==> src/common/mem_pkg.sv <==
// Shared widths, size codes and data-phase state type for the memory RTL, imported by each module
package mem_pkg;

	//--------------------------------------------------
	// Bus widths
	//--------------------------------------------------

	localparam int ADDR_W  = 32;	// Byte address from the master
	localparam int SIZE_W  = 4;	// Size code on the address phase
	localparam int TXCNT_W = 4;	// Beats left in a burst
	localparam int BYTE_W  = 8;	// Bits held by one lane

	//--------------------------------------------------
	// Size codes
	//--------------------------------------------------

	// Only three codes are legal, everything else is flagged by the decoder
	localparam logic [SIZE_W-1:0] SIZE_1DW = 4'd3;	// One word
	localparam logic [SIZE_W-1:0] SIZE_2DW = 4'd8;	// Two words
	localparam logic [SIZE_W-1:0] SIZE_4DW = 4'd9;	// Four words

	//--------------------------------------------------
	// Data-phase state
	//--------------------------------------------------

	typedef enum logic [1:0]
	{
		DP_IDLE      = 2'b00,	// Nothing in the data phase
		DP_RD_ACTIVE = 2'b01,	// Read burst running
		DP_WR_ACTIVE = 2'b10	// Write burst running
	}
	dp_state_t;

endpackage

==> src/verilog/ap_fifo.sv <==
// Address-phase transaction FIFO, qualifies requests and returns a one-cycle grant per push
`timescale 1ns/1ps

module ap_fifo
#(
	parameter int AP_DEPTH = 4
)
(
	input  logic                      bus_if,
	input  logic                      reset_n_i,
	input  logic                      read_i,
	input  logic                      write_i,
	input  logic [mem_pkg::ADDR_W-1:0] addr_i,
	input  logic [mem_pkg::SIZE_W-1:0] size_i,
	input  logic                      pop_i,
	output logic                      grant_o,
	output logic                      head_read_o,
	output logic                      head_write_o,
	output logic [mem_pkg::ADDR_W-1:0] head_addr_o,
	output logic [mem_pkg::SIZE_W-1:0] head_size_o,
	output logic                      not_empty_o
);

	import mem_pkg::*;

	localparam int PTR_W = $clog2(AP_DEPTH);
	localparam int CNT_W = $clog2(AP_DEPTH + 1);

	logic              ent_read_r  [AP_DEPTH];	// Stored request type
	logic              ent_write_r [AP_DEPTH];
	logic [ADDR_W-1:0] ent_addr_r  [AP_DEPTH];	// Stored start address
	logic [SIZE_W-1:0] ent_size_r  [AP_DEPTH];	// Stored size code
	logic [PTR_W-1:0]  wptr_r;
	logic [PTR_W-1:0]  rptr_r;
	logic [CNT_W-1:0]  count_r;	// Entries held
	logic              push_s;

	// Request present, room left, and no grant still showing from the last push
	assign push_s = (read_i || write_i) && (count_r < CNT_W'(AP_DEPTH)) && !grant_o;

	//--------------------------------------------------
	// Pointers, count and grant
	//--------------------------------------------------

	always_ff @(posedge bus_if)
	begin
		if (!reset_n_i)
		begin
			wptr_r  <= '0;
			rptr_r  <= '0;
			count_r <= '0;
			grant_o <= 1'b0;
		end
		else
		begin
			if (push_s)
				wptr_r <= (wptr_r == PTR_W'(AP_DEPTH - 1)) ? '0 : wptr_r + 1'b1;	// Wrap at depth
			if (pop_i)
				rptr_r <= (rptr_r == PTR_W'(AP_DEPTH - 1)) ? '0 : rptr_r + 1'b1;
			case ({push_s, pop_i})
				2'b10:   count_r <= count_r + 1'b1;	// Push only
				2'b01:   count_r <= count_r - 1'b1;	// Pop only
				default: count_r <= count_r;		// Both or neither
			endcase
			grant_o <= push_s;	// High the cycle after the push, push_s is low while it shows
		end
	end

	// Entry storage
	always_ff @(posedge bus_if)
	begin
		if (push_s)
		begin
			ent_read_r[wptr_r]  <= read_i;
			ent_write_r[wptr_r] <= write_i;
			ent_addr_r[wptr_r]  <= addr_i;
			ent_size_r[wptr_r]  <= size_i;
		end
	end

	// Oldest entry
	assign head_read_o  = ent_read_r[rptr_r];
	assign head_write_o = ent_write_r[rptr_r];
	assign head_addr_o  = ent_addr_r[rptr_r];
	assign head_size_o  = ent_size_r[rptr_r];
	assign not_empty_o  = (count_r != '0);

endmodule

==> src/verilog/ap_decode.sv <==
// Combinational decode of the FIFO head into burst length, start address and error flag
`timescale 1ns/1ps

module ap_decode
#(
	parameter int MEM_DEPTH = 16,
	parameter int MEM_WIDTH = 8
)
(
	input  logic                        not_empty_i,
	input  logic [mem_pkg::ADDR_W-1:0]  head_addr_i,
	input  logic [mem_pkg::SIZE_W-1:0]  head_size_i,
	output logic [mem_pkg::ADDR_W-1:0]  start_addr_o,
	output logic [mem_pkg::TXCNT_W-1:0] txcnt_o,
	output logic                        ap_err_o
);

	import mem_pkg::*;

	localparam int MEM_BYTES = MEM_DEPTH * MEM_WIDTH;	// Whole array in bytes

	logic [ADDR_W-1:0] limit_s;	// Highest legal start address for this burst

	always_comb
	begin
		// All zero while empty, nothing downstream toggles
		start_addr_o = '0;
		txcnt_o      = '0;
		ap_err_o     = 1'b0;
		limit_s      = '0;
		if (not_empty_i)
		begin
			case (head_size_i)
				SIZE_1DW: txcnt_o = TXCNT_W'(1);
				SIZE_2DW: txcnt_o = TXCNT_W'(2);
				SIZE_4DW: txcnt_o = TXCNT_W'(4);
				default:  ap_err_o = 1'b1;	// Unsupported size
			endcase
			// Last beat must still land inside the array
			limit_s = ADDR_W'(MEM_BYTES) - ADDR_W'(txcnt_o) * ADDR_W'(MEM_WIDTH);
			if (head_addr_i > limit_s)
				ap_err_o = 1'b1;
			if (!ap_err_o)
				start_addr_o = head_addr_i;	// Address only passed on for a good request
		end
	end

endmodule

==> src/data_phase/dp_ctrl.sv <==
// Data-phase FSM, pops the FIFO head and steps read or write bursts across the byte lanes
`timescale 1ns/1ps

module dp_ctrl
#(
	parameter int MEM_DEPTH = 16,
	parameter int MEM_WIDTH = 8
)
(
	input  logic                                  bus_if,
	input  logic                                  reset_n_i,
	input  logic                                  not_empty_i,
	input  logic                                  head_read_i,
	input  logic                                  head_write_i,
	input  logic [mem_pkg::ADDR_W-1:0]            start_addr_i,
	input  logic [mem_pkg::TXCNT_W-1:0]           txcnt_i,
	input  logic                                  ap_err_i,
	input  logic                                  write_valid_i,
	input  logic [MEM_WIDTH*mem_pkg::BYTE_W-1:0]  write_data_i,
	output logic                                  pop_o,
	output logic                                  lane_we_o,
	output logic [$clog2(MEM_DEPTH)-1:0]          wr_index_o,
	output logic [$clog2(MEM_DEPTH)-1:0]          rd_index_o,
	output logic [MEM_WIDTH*mem_pkg::BYTE_W-1:0]  wr_data_o,
	output logic                                  rd_beat_o,
	output logic                                  err_next_o
);

	import mem_pkg::*;

	localparam int IDX_W = $clog2(MEM_DEPTH);
	localparam int OFS_W = $clog2(MEM_WIDTH);	// Byte offset bits inside a word, ignored

	dp_state_t          state_r;
	dp_state_t          state_next_s;
	logic [ADDR_W-1:0]  addr_r;		// Address of the current beat
	logic [ADDR_W-1:0]  addr_next_s;
	logic [TXCNT_W-1:0] txcnt_r;	// Beats left
	logic [TXCNT_W-1:0] txcnt_next_s;
	logic               err_r;		// Transaction in flight is errored
	logic               err_next_s;
	logic               finish_s;	// Burst done, free to load the next head

	//--------------------------------------------------
	// Next-state logic
	//--------------------------------------------------

	always_comb
	begin
		state_next_s = state_r;
		addr_next_s  = addr_r;
		txcnt_next_s = txcnt_r;
		err_next_s   = err_r;
		pop_o        = 1'b0;
		finish_s     = 1'b0;

		case (state_r)
			DP_IDLE:
				finish_s = 1'b1;	// Load as soon as anything waits
			DP_RD_ACTIVE:
			begin
				if (err_r)
					finish_s = 1'b1;	// Error beat already sent
				else
				begin
					// A read beat goes out every cycle
					txcnt_next_s = txcnt_r - 1'b1;
					addr_next_s  = addr_r + ADDR_W'(MEM_WIDTH);
					finish_s     = (txcnt_r == TXCNT_W'(1));
				end
			end
			DP_WR_ACTIVE:
			begin
				if (err_r)
					finish_s = 1'b1;	// Nothing written
				else if (write_valid_i)
				begin
					txcnt_next_s = txcnt_r - 1'b1;	// Stalls while write_valid_i is low
					addr_next_s  = addr_r + ADDR_W'(MEM_WIDTH);
					finish_s     = (txcnt_r == TXCNT_W'(1));
				end
			end
			default:
				finish_s = 1'b1;
		endcase

		// Chain straight into the next entry, else drop back to idle
		if (finish_s)
		begin
			if (not_empty_i)
			begin
				addr_next_s  = start_addr_i;
				txcnt_next_s = txcnt_i;
				err_next_s   = ap_err_i;
				pop_o        = 1'b1;	// Pop in the capture cycle
				if (head_read_i)
					state_next_s = DP_RD_ACTIVE;
				else if (head_write_i)
					state_next_s = DP_WR_ACTIVE;
			end
			else
			begin
				err_next_s   = 1'b0;
				state_next_s = DP_IDLE;
			end
		end
	end

	//--------------------------------------------------
	// State registers
	//--------------------------------------------------

	always_ff @(posedge bus_if)
	begin
		if (!reset_n_i)
		begin
			state_r <= DP_IDLE;
			addr_r  <= '0;
			txcnt_r <= '0;
			err_r   <= 1'b0;
		end
		else
		begin
			state_r <= state_next_s;
			addr_r  <= addr_next_s;
			txcnt_r <= txcnt_next_s;
			err_r   <= err_next_s;
		end
	end

	// Lane controls, errored writes never reach storage
	assign lane_we_o  = (state_r == DP_WR_ACTIVE) && !err_r && write_valid_i;
	assign wr_index_o = addr_r[OFS_W +: IDX_W];
	assign wr_data_o  = lane_we_o ? write_data_i : '0;	// Quiet data bus between beats

	// Read side looks one cycle ahead so the response can be registered
	assign rd_index_o = addr_next_s[OFS_W +: IDX_W];
	assign rd_beat_o  = (state_next_s == DP_RD_ACTIVE);
	assign err_next_o = err_next_s;

endmodule

==> src/mem_array/mem_lane.sv <==
// One byte lane of the storage array, written at the clock edge and read combinationally
`timescale 1ns/1ps

module mem_lane
#(
	parameter int MEM_DEPTH = 16
)
(
	input  logic                         bus_if,
	input  logic                         reset_n_i,
	input  logic                         we_i,
	input  logic [$clog2(MEM_DEPTH)-1:0] wr_index_i,
	input  logic [mem_pkg::BYTE_W-1:0]   wr_byte_i,
	input  logic [$clog2(MEM_DEPTH)-1:0] rd_index_i,
	output logic [mem_pkg::BYTE_W-1:0]   rd_byte_o
);

	import mem_pkg::*;

	logic [BYTE_W-1:0] mem_r [MEM_DEPTH];	// This lane's byte of every word

	always_ff @(posedge bus_if)
	begin
		if (!reset_n_i)
		begin
			for (int i = 0; i < MEM_DEPTH; i++)
				mem_r[i] <= '0;	// Memory reads back zero after reset
		end
		else if (we_i)
			mem_r[wr_index_i] <= wr_byte_i;
	end

	assign rd_byte_o = mem_r[rd_index_i];	// Registered later in the response stage

endmodule

==> src/verilog/rd_resp.sv <==
// Response register stage, gathers the lane bytes into read data, read valid and error
`timescale 1ns/1ps

module rd_resp
#(
	parameter int MEM_WIDTH = 8
)
(
	input  logic                                 bus_if,
	input  logic                                 reset_n_i,
	input  logic                                 rd_beat_i,
	input  logic                                 err_next_i,
	input  logic [MEM_WIDTH*mem_pkg::BYTE_W-1:0] lane_bytes_i,
	output logic                                 read_valid_o,
	output logic [MEM_WIDTH*mem_pkg::BYTE_W-1:0] read_data_o,
	output logic                                 error_o
);

	import mem_pkg::*;

	localparam int DATA_W = MEM_WIDTH * BYTE_W;	// Full word across all lanes

	always_ff @(posedge bus_if)
	begin
		if (!reset_n_i)
		begin
			read_valid_o <= 1'b0;
			read_data_o  <= '0;
			error_o      <= 1'b0;
		end
		else
		begin
			read_valid_o <= rd_beat_i;	// Errored reads still give one valid beat
			if (rd_beat_i && !err_next_i)
				read_data_o <= DATA_W'(lane_bytes_i);	// Old data held on an error beat
			error_o <= err_next_i;
		end
	end

endmodule

==> src/verilog/ip_mem_top.sv <==
// Top level of the pipelined bus memory, connects FIFO, decoder, data phase, lanes and response
`timescale 1ns/1ps

module ip_mem_top
#(
	parameter int MEM_DEPTH = 16,
	parameter int MEM_WIDTH = 8,
	parameter int AP_DEPTH  = 4
)
(
	input  logic                                 bus_if,
	input  logic                                 reset_n_i,
	input  logic                                 read_i,
	input  logic                                 write_i,
	input  logic [mem_pkg::ADDR_W-1:0]           addr_i,
	input  logic [mem_pkg::SIZE_W-1:0]           size_i,
	input  logic                                 write_valid_i,
	input  logic [MEM_WIDTH*mem_pkg::BYTE_W-1:0] write_data_i,
	output logic                                 grant_o,
	output logic                                 read_valid_o,
	output logic [MEM_WIDTH*mem_pkg::BYTE_W-1:0] read_data_o,
	output logic                                 error_o
);

	import mem_pkg::*;

	localparam int IDX_W  = $clog2(MEM_DEPTH);
	localparam int DATA_W = MEM_WIDTH * BYTE_W;

	// FIFO head
	logic               head_read;
	logic               head_write;
	logic [ADDR_W-1:0]  head_addr;
	logic [SIZE_W-1:0]  head_size;
	logic               not_empty;
	logic               pop;

	// Decoded head
	logic [ADDR_W-1:0]  start_addr;
	logic [TXCNT_W-1:0] txcnt;
	logic               ap_err;

	// Lane and response side
	logic               lane_we;
	logic [IDX_W-1:0]   wr_index;
	logic [IDX_W-1:0]   rd_index;
	logic [DATA_W-1:0]  wr_data;
	logic [DATA_W-1:0]  lane_bytes;
	logic               rd_beat;
	logic               err_next;

	//--------------------------------------------------
	// Address phase
	//--------------------------------------------------

	ap_fifo #(.AP_DEPTH(AP_DEPTH)) u_ap_fifo
	(
		.bus_if(bus_if), .reset_n_i(reset_n_i),
		.read_i(read_i), .write_i(write_i), .addr_i(addr_i), .size_i(size_i),
		.pop_i(pop), .grant_o(grant_o),
		.head_read_o(head_read), .head_write_o(head_write),
		.head_addr_o(head_addr), .head_size_o(head_size), .not_empty_o(not_empty)
	);

	ap_decode #(.MEM_DEPTH(MEM_DEPTH), .MEM_WIDTH(MEM_WIDTH)) u_ap_decode
	(
		.not_empty_i(not_empty), .head_addr_i(head_addr), .head_size_i(head_size),
		.start_addr_o(start_addr), .txcnt_o(txcnt), .ap_err_o(ap_err)
	);

	//--------------------------------------------------
	// Data phase and storage
	//--------------------------------------------------

	dp_ctrl #(.MEM_DEPTH(MEM_DEPTH), .MEM_WIDTH(MEM_WIDTH)) u_dp_ctrl
	(
		.bus_if(bus_if), .reset_n_i(reset_n_i),
		.not_empty_i(not_empty), .head_read_i(head_read), .head_write_i(head_write),
		.start_addr_i(start_addr), .txcnt_i(txcnt), .ap_err_i(ap_err),
		.write_valid_i(write_valid_i), .write_data_i(write_data_i),
		.pop_o(pop), .lane_we_o(lane_we), .wr_index_o(wr_index), .rd_index_o(rd_index),
		.wr_data_o(wr_data), .rd_beat_o(rd_beat), .err_next_o(err_next)
	);

	// One lane per byte of the word
	for (genvar g = 0; g < MEM_WIDTH; g++)
	begin : g_lane
		mem_lane #(.MEM_DEPTH(MEM_DEPTH)) u_lane
		(
			.bus_if(bus_if), .reset_n_i(reset_n_i), .we_i(lane_we),
			.wr_index_i(wr_index), .wr_byte_i(wr_data[g*BYTE_W +: BYTE_W]),
			.rd_index_i(rd_index), .rd_byte_o(lane_bytes[g*BYTE_W +: BYTE_W])
		);
	end

	rd_resp #(.MEM_WIDTH(MEM_WIDTH)) u_rd_resp
	(
		.bus_if(bus_if), .reset_n_i(reset_n_i),
		.rd_beat_i(rd_beat), .err_next_i(err_next), .lane_bytes_i(lane_bytes),
		.read_valid_o(read_valid_o), .read_data_o(read_data_o), .error_o(error_o)
	);

endmodule

==> config.mk <==
export PLATFORM = sky130hd
export DESIGN_NAME = ip_mem_top
export DESIGN_NICKNAME = d
export VERILOG_FILES = /design/src/common/mem_pkg.sv /design/src/verilog/ap_fifo.sv /design/src/verilog/ap_decode.sv /design/src/data_phase/dp_ctrl.sv /design/src/mem_array/mem_lane.sv /design/src/verilog/rd_resp.sv /design/src/verilog/ip_mem_top.sv
export SDC_FILE = /design/constraint.sdc
export NUM_CORES = 2
export LEC_CHECK = 0
export CAP_MARGIN = 20
export CORE_MARGIN = 1.5
export CORE_UTILIZATION = 57
export DETAILED_ROUTE_END_ITERATION = 10
export DONT_BUFFER_PORTS = 1
export HOLD_SLACK_MARGIN = 0.15
export PLACE_DENSITY = 0.72
export SLEW_MARGIN = 20
export SYNTH_ARGS = -nofsm -noshare
export SYNTH_HDL_FRONTEND = slang
export SYNTH_HIERARCHICAL = 1
export SYNTH_SLANG_ARGS = --single-unit
==> constraint.sdc <==
create_clock -name bus_if -period 8.2 [get_ports bus_if]
set_clock_uncertainty 0.05 [all_clocks]
set_input_delay 0.41 -clock bus_if [delete_from_list [all_inputs] [get_ports bus_if]]
set_output_delay 0.41 -clock bus_if [all_outputs]
set_load 0.1 [all_outputs]
==> run_results.csv <==
group,metric,value,unit
sta,drv_slew,0,
worst_hold_path,hold_depth,3,
drt,drt-total-wl,132,mm
die,io_pins,172,
drt,vias,31600,
worst_setup_path,crit_arrival,7180,ps
worst_hold_path,min-delay-start,"reset_n_i",
outcome,status,"complete, no violations",
die,die_h,321,microns
cells_and_area,syn_to_final_growth,10.7,%
cells_and_area,multi_input_area,19200,sq um
sta,post-route-period-util,80.2,%
global_routing,gr-total-overflow,0,
drt,vias_per_cell,6.00,
sta,finalWorstPathRequiredPeriod,6580,ps
cells_and_area,seqCellArea,37100,sq um
clock_network,htree_num_levels,4,
sta,timing.slew.headroom,20.0,%
job,maxCapViolCount,0,
synthesis,synth_area,57600,sq um
drt,ant_nets,0,
worst_setup_path,crit_required,8810,ps
die,rows,116,
cells_and_area,stdcell_area,63800,sq um
clock_network,cts_root_buf,"clkbuf_16",
worst_hold_path,hold_end,"u_rd_resp/read_data_o[18]$_SDFFE_PN0P_",
sta,whs,117,ps
sta,worst_pin_slew,1200,ps
drt,wire_per_inst,25.1,microns
synthesis,synth_nets,3874,
clock_network,cts.sinks,1263,
die,die_area,103000,sq um
global_routing,grtUsageTotal,26.0,%
sta,fmax,152,MHz
sta,setup_viol,0,
worst_setup_path,endpoint_kind,"flip-flop",
cells_and_area,num-nets-final,3982,
worst_setup_path,r2r_end,"u_rd_resp/read_data_o[0]$_SDFFE_PN0P_",
clock_network,postCtsSetupBuffers,0,
sta,hold_viol,0,
worst_setup_path,startpoint_type,"flip-flop",
die,core_area,100000,sq um
global_routing,antenna_found_initial,17,
placement,dp_hpwl,80.3,mm
worst_setup_path,reg2reg_depth,19,
global_routing,first_global_vias,32100,
pwr,ir_worst_vdd,0.420,mV
clock_network,cts.clk_slew.worst_paths,60,ps
pwr,finalPower,21.7,mW
drt,drt_iter0_markers,2714,
sta,fin_tns_setup,0,ps
drt,drc,0,
clock_network,numCtsBuffers,133,
placement,io_buffers,0,
die,die_width,321,microns
pwr,powerDensity,340,nW/um^2
global_routing,grt_pass1_wl,199,mm
clock_network,cts_tree,"done",
worst_setup_path,reg2reg_slack,1620,ps
synthesis,synth.avg_cell_area,15.4,sq um
die,start_util,57.6,%
drt,firstDrtPassIters,6,
worst_hold_path,hp-class,"in2reg",
synthesis,yosys_warnings,6,
clock_network,worst_skew_pair.late_latency,750,ps
worst_setup_path,criticalPathCategory,"reg2reg",
cells_and_area,final_layout_size_suffix_gt1_share,13.0,%
global_routing,grt_start_max_net_pins,200,
clock_network,clockBufferDepth,3,
sta,rsz0062_at_grt,"false",
synthesis,syn_inst,3750,
pwr,p_leak,22.8,nW
placement,place_area,59000,sq um
cells_and_area,fillCellCount,7167,
worst_setup_path,worstPathMaxFanout,19,
placement,gp_congestion,0.807,
==> state kept, by name, summed over array words and instances (netlist names), named ones only <==
name                    flops
g_lane.u_lane/mem_r      1024
u_ap_fifo/ent_addr_r      128
u_rd_resp/read_data_o      64
u_ap_fifo/ent_size_r       16
u_ap_fifo/ent_read_r        4
u_ap_fifo/ent_write_r       4
u_dp_ctrl/addr_r            4
u_dp_ctrl/txcnt_r           4
u_ap_fifo/count_r           3
u_ap_fifo/rptr_r            2
u_ap_fifo/wptr_r            2
u_dp_ctrl/state_r           2
u_ap_fifo/grant_o           1
u_dp_ctrl/err_r             1
u_rd_resp/error_o           1
u_rd_resp/read_valid_o      1
==> where the power goes <==
part,internal (mW),switching [mW],leakage [nW]
sequential,7.55,1.46,12.7
clock,3.37,2.49,2.05
combinational,2.74,4.12,8.09
total,13.7,8.06,22.8
==> worst max-delay path, cell delays in order (launching register included) <==
cell and delay (ps):
dfxtp_2 780, mux4_2 590, nand2b_1 180, or3_1 350
ha_1 210, ha_1 270, inv_1 40, ha_1 280
nand4_1 120, or4_4 510, a2111oi_4 380, and3_1 220
nor2_1 90, nor2_4 690, buf_4 380, nor2b_1 680
a22oi_1 280, nand2_1 150, nand2_1 60, mux2i_1 160
==> layer usage <==
metal / up-vias / GRT usage [%] / wire (microns)
li1: 14300 / - / -
met1: 15800 / 34.6 / 51700
met2: 1285 / 42.0 / 64300
met3: 246 / 6.67 / 12500
met4: 12 / 8.91 / 3700
met5: - / 0 / 72
==> repair_timing <==
action / CTS / global route
gates resized for setup: 0 / 0
endpoints found under the hold margin: 608 / 40
setup endpoints to repair: 0 / 0
hold buffers: 43 / 1
==> layout by cell type, fill, tap and decap left out, drive strengths merged, types with 4 or more instances in the layout <==
master / instances
a21oi: 17
a22oi: 128
a31oi: 5
and2: 1103
and2b: 8
and3: 8
buf: 131
bufinv: 7
clkbuf: 195
clkinv: 32
clkinvlp: 4
dfxtp: 87
diode: 9
dlygate4sd3: 42
edfxtp: 1176
ha: 18
inv: 32
mux2i: 65
mux4: 294
nand2: 205
nand2b: 51
nand4: 10
nand4b: 16
nand4bb: 9
nor2: 129
nor2b: 11
nor3: 37
nor4: 8
o21ai: 110
==> final cells by class <==
type	instances	area share, %
Tap cell	1298	2.55
Clock buffer	195	5.77
Timing Repair Buffer	173	2.39
Sequential cell	1263	58.1
Clock inverter	52	0.894
Antenna cell	9	0.0353
Inverter	23	0.135
Multi-Input combinational cell	2264	30.1
==> worst max path at each step <==
stage / startpoint / to / slack [ps]
6_report: flip-flop / u_rd_resp/read_data_o[0]$_SDFFE_PN0P_ / 1620
5_1_grt: flip-flop / u_rd_resp/read_data_o[0]$_SDFFE_PN0P_ / 1230
4_1_cts: flip-flop / u_rd_resp/read_data_o[44]$_SDFFE_PN0P_ / 1620
3_5_place_dp: flip-flop / u_rd_resp/read_data_o[44]$_SDFFE_PN0P_ / 1680
3_3_place_gp: flip-flop / u_rd_resp/read_data_o[53]$_SDFFE_PN0P_ / 1710
2_1_floorplan: flip-flop / u_rd_resp/read_data_o[12]$_SDFFE_PN0P_ / 2170
==> per-stage QoR <==
stage,utilization [%],setup WS (ps),instances
3_5_place_dp,58.9,1680,4976
2_1_floorplan,-,2170,3750
4_1_cts,63.6,1620,5266
5_1_grt,63.7,1230,5275
3_3_place_gp,58.9,1710,4976
6_report,63.7,1620,5277
Note: power is estimated with default switching activity, not from simulation.
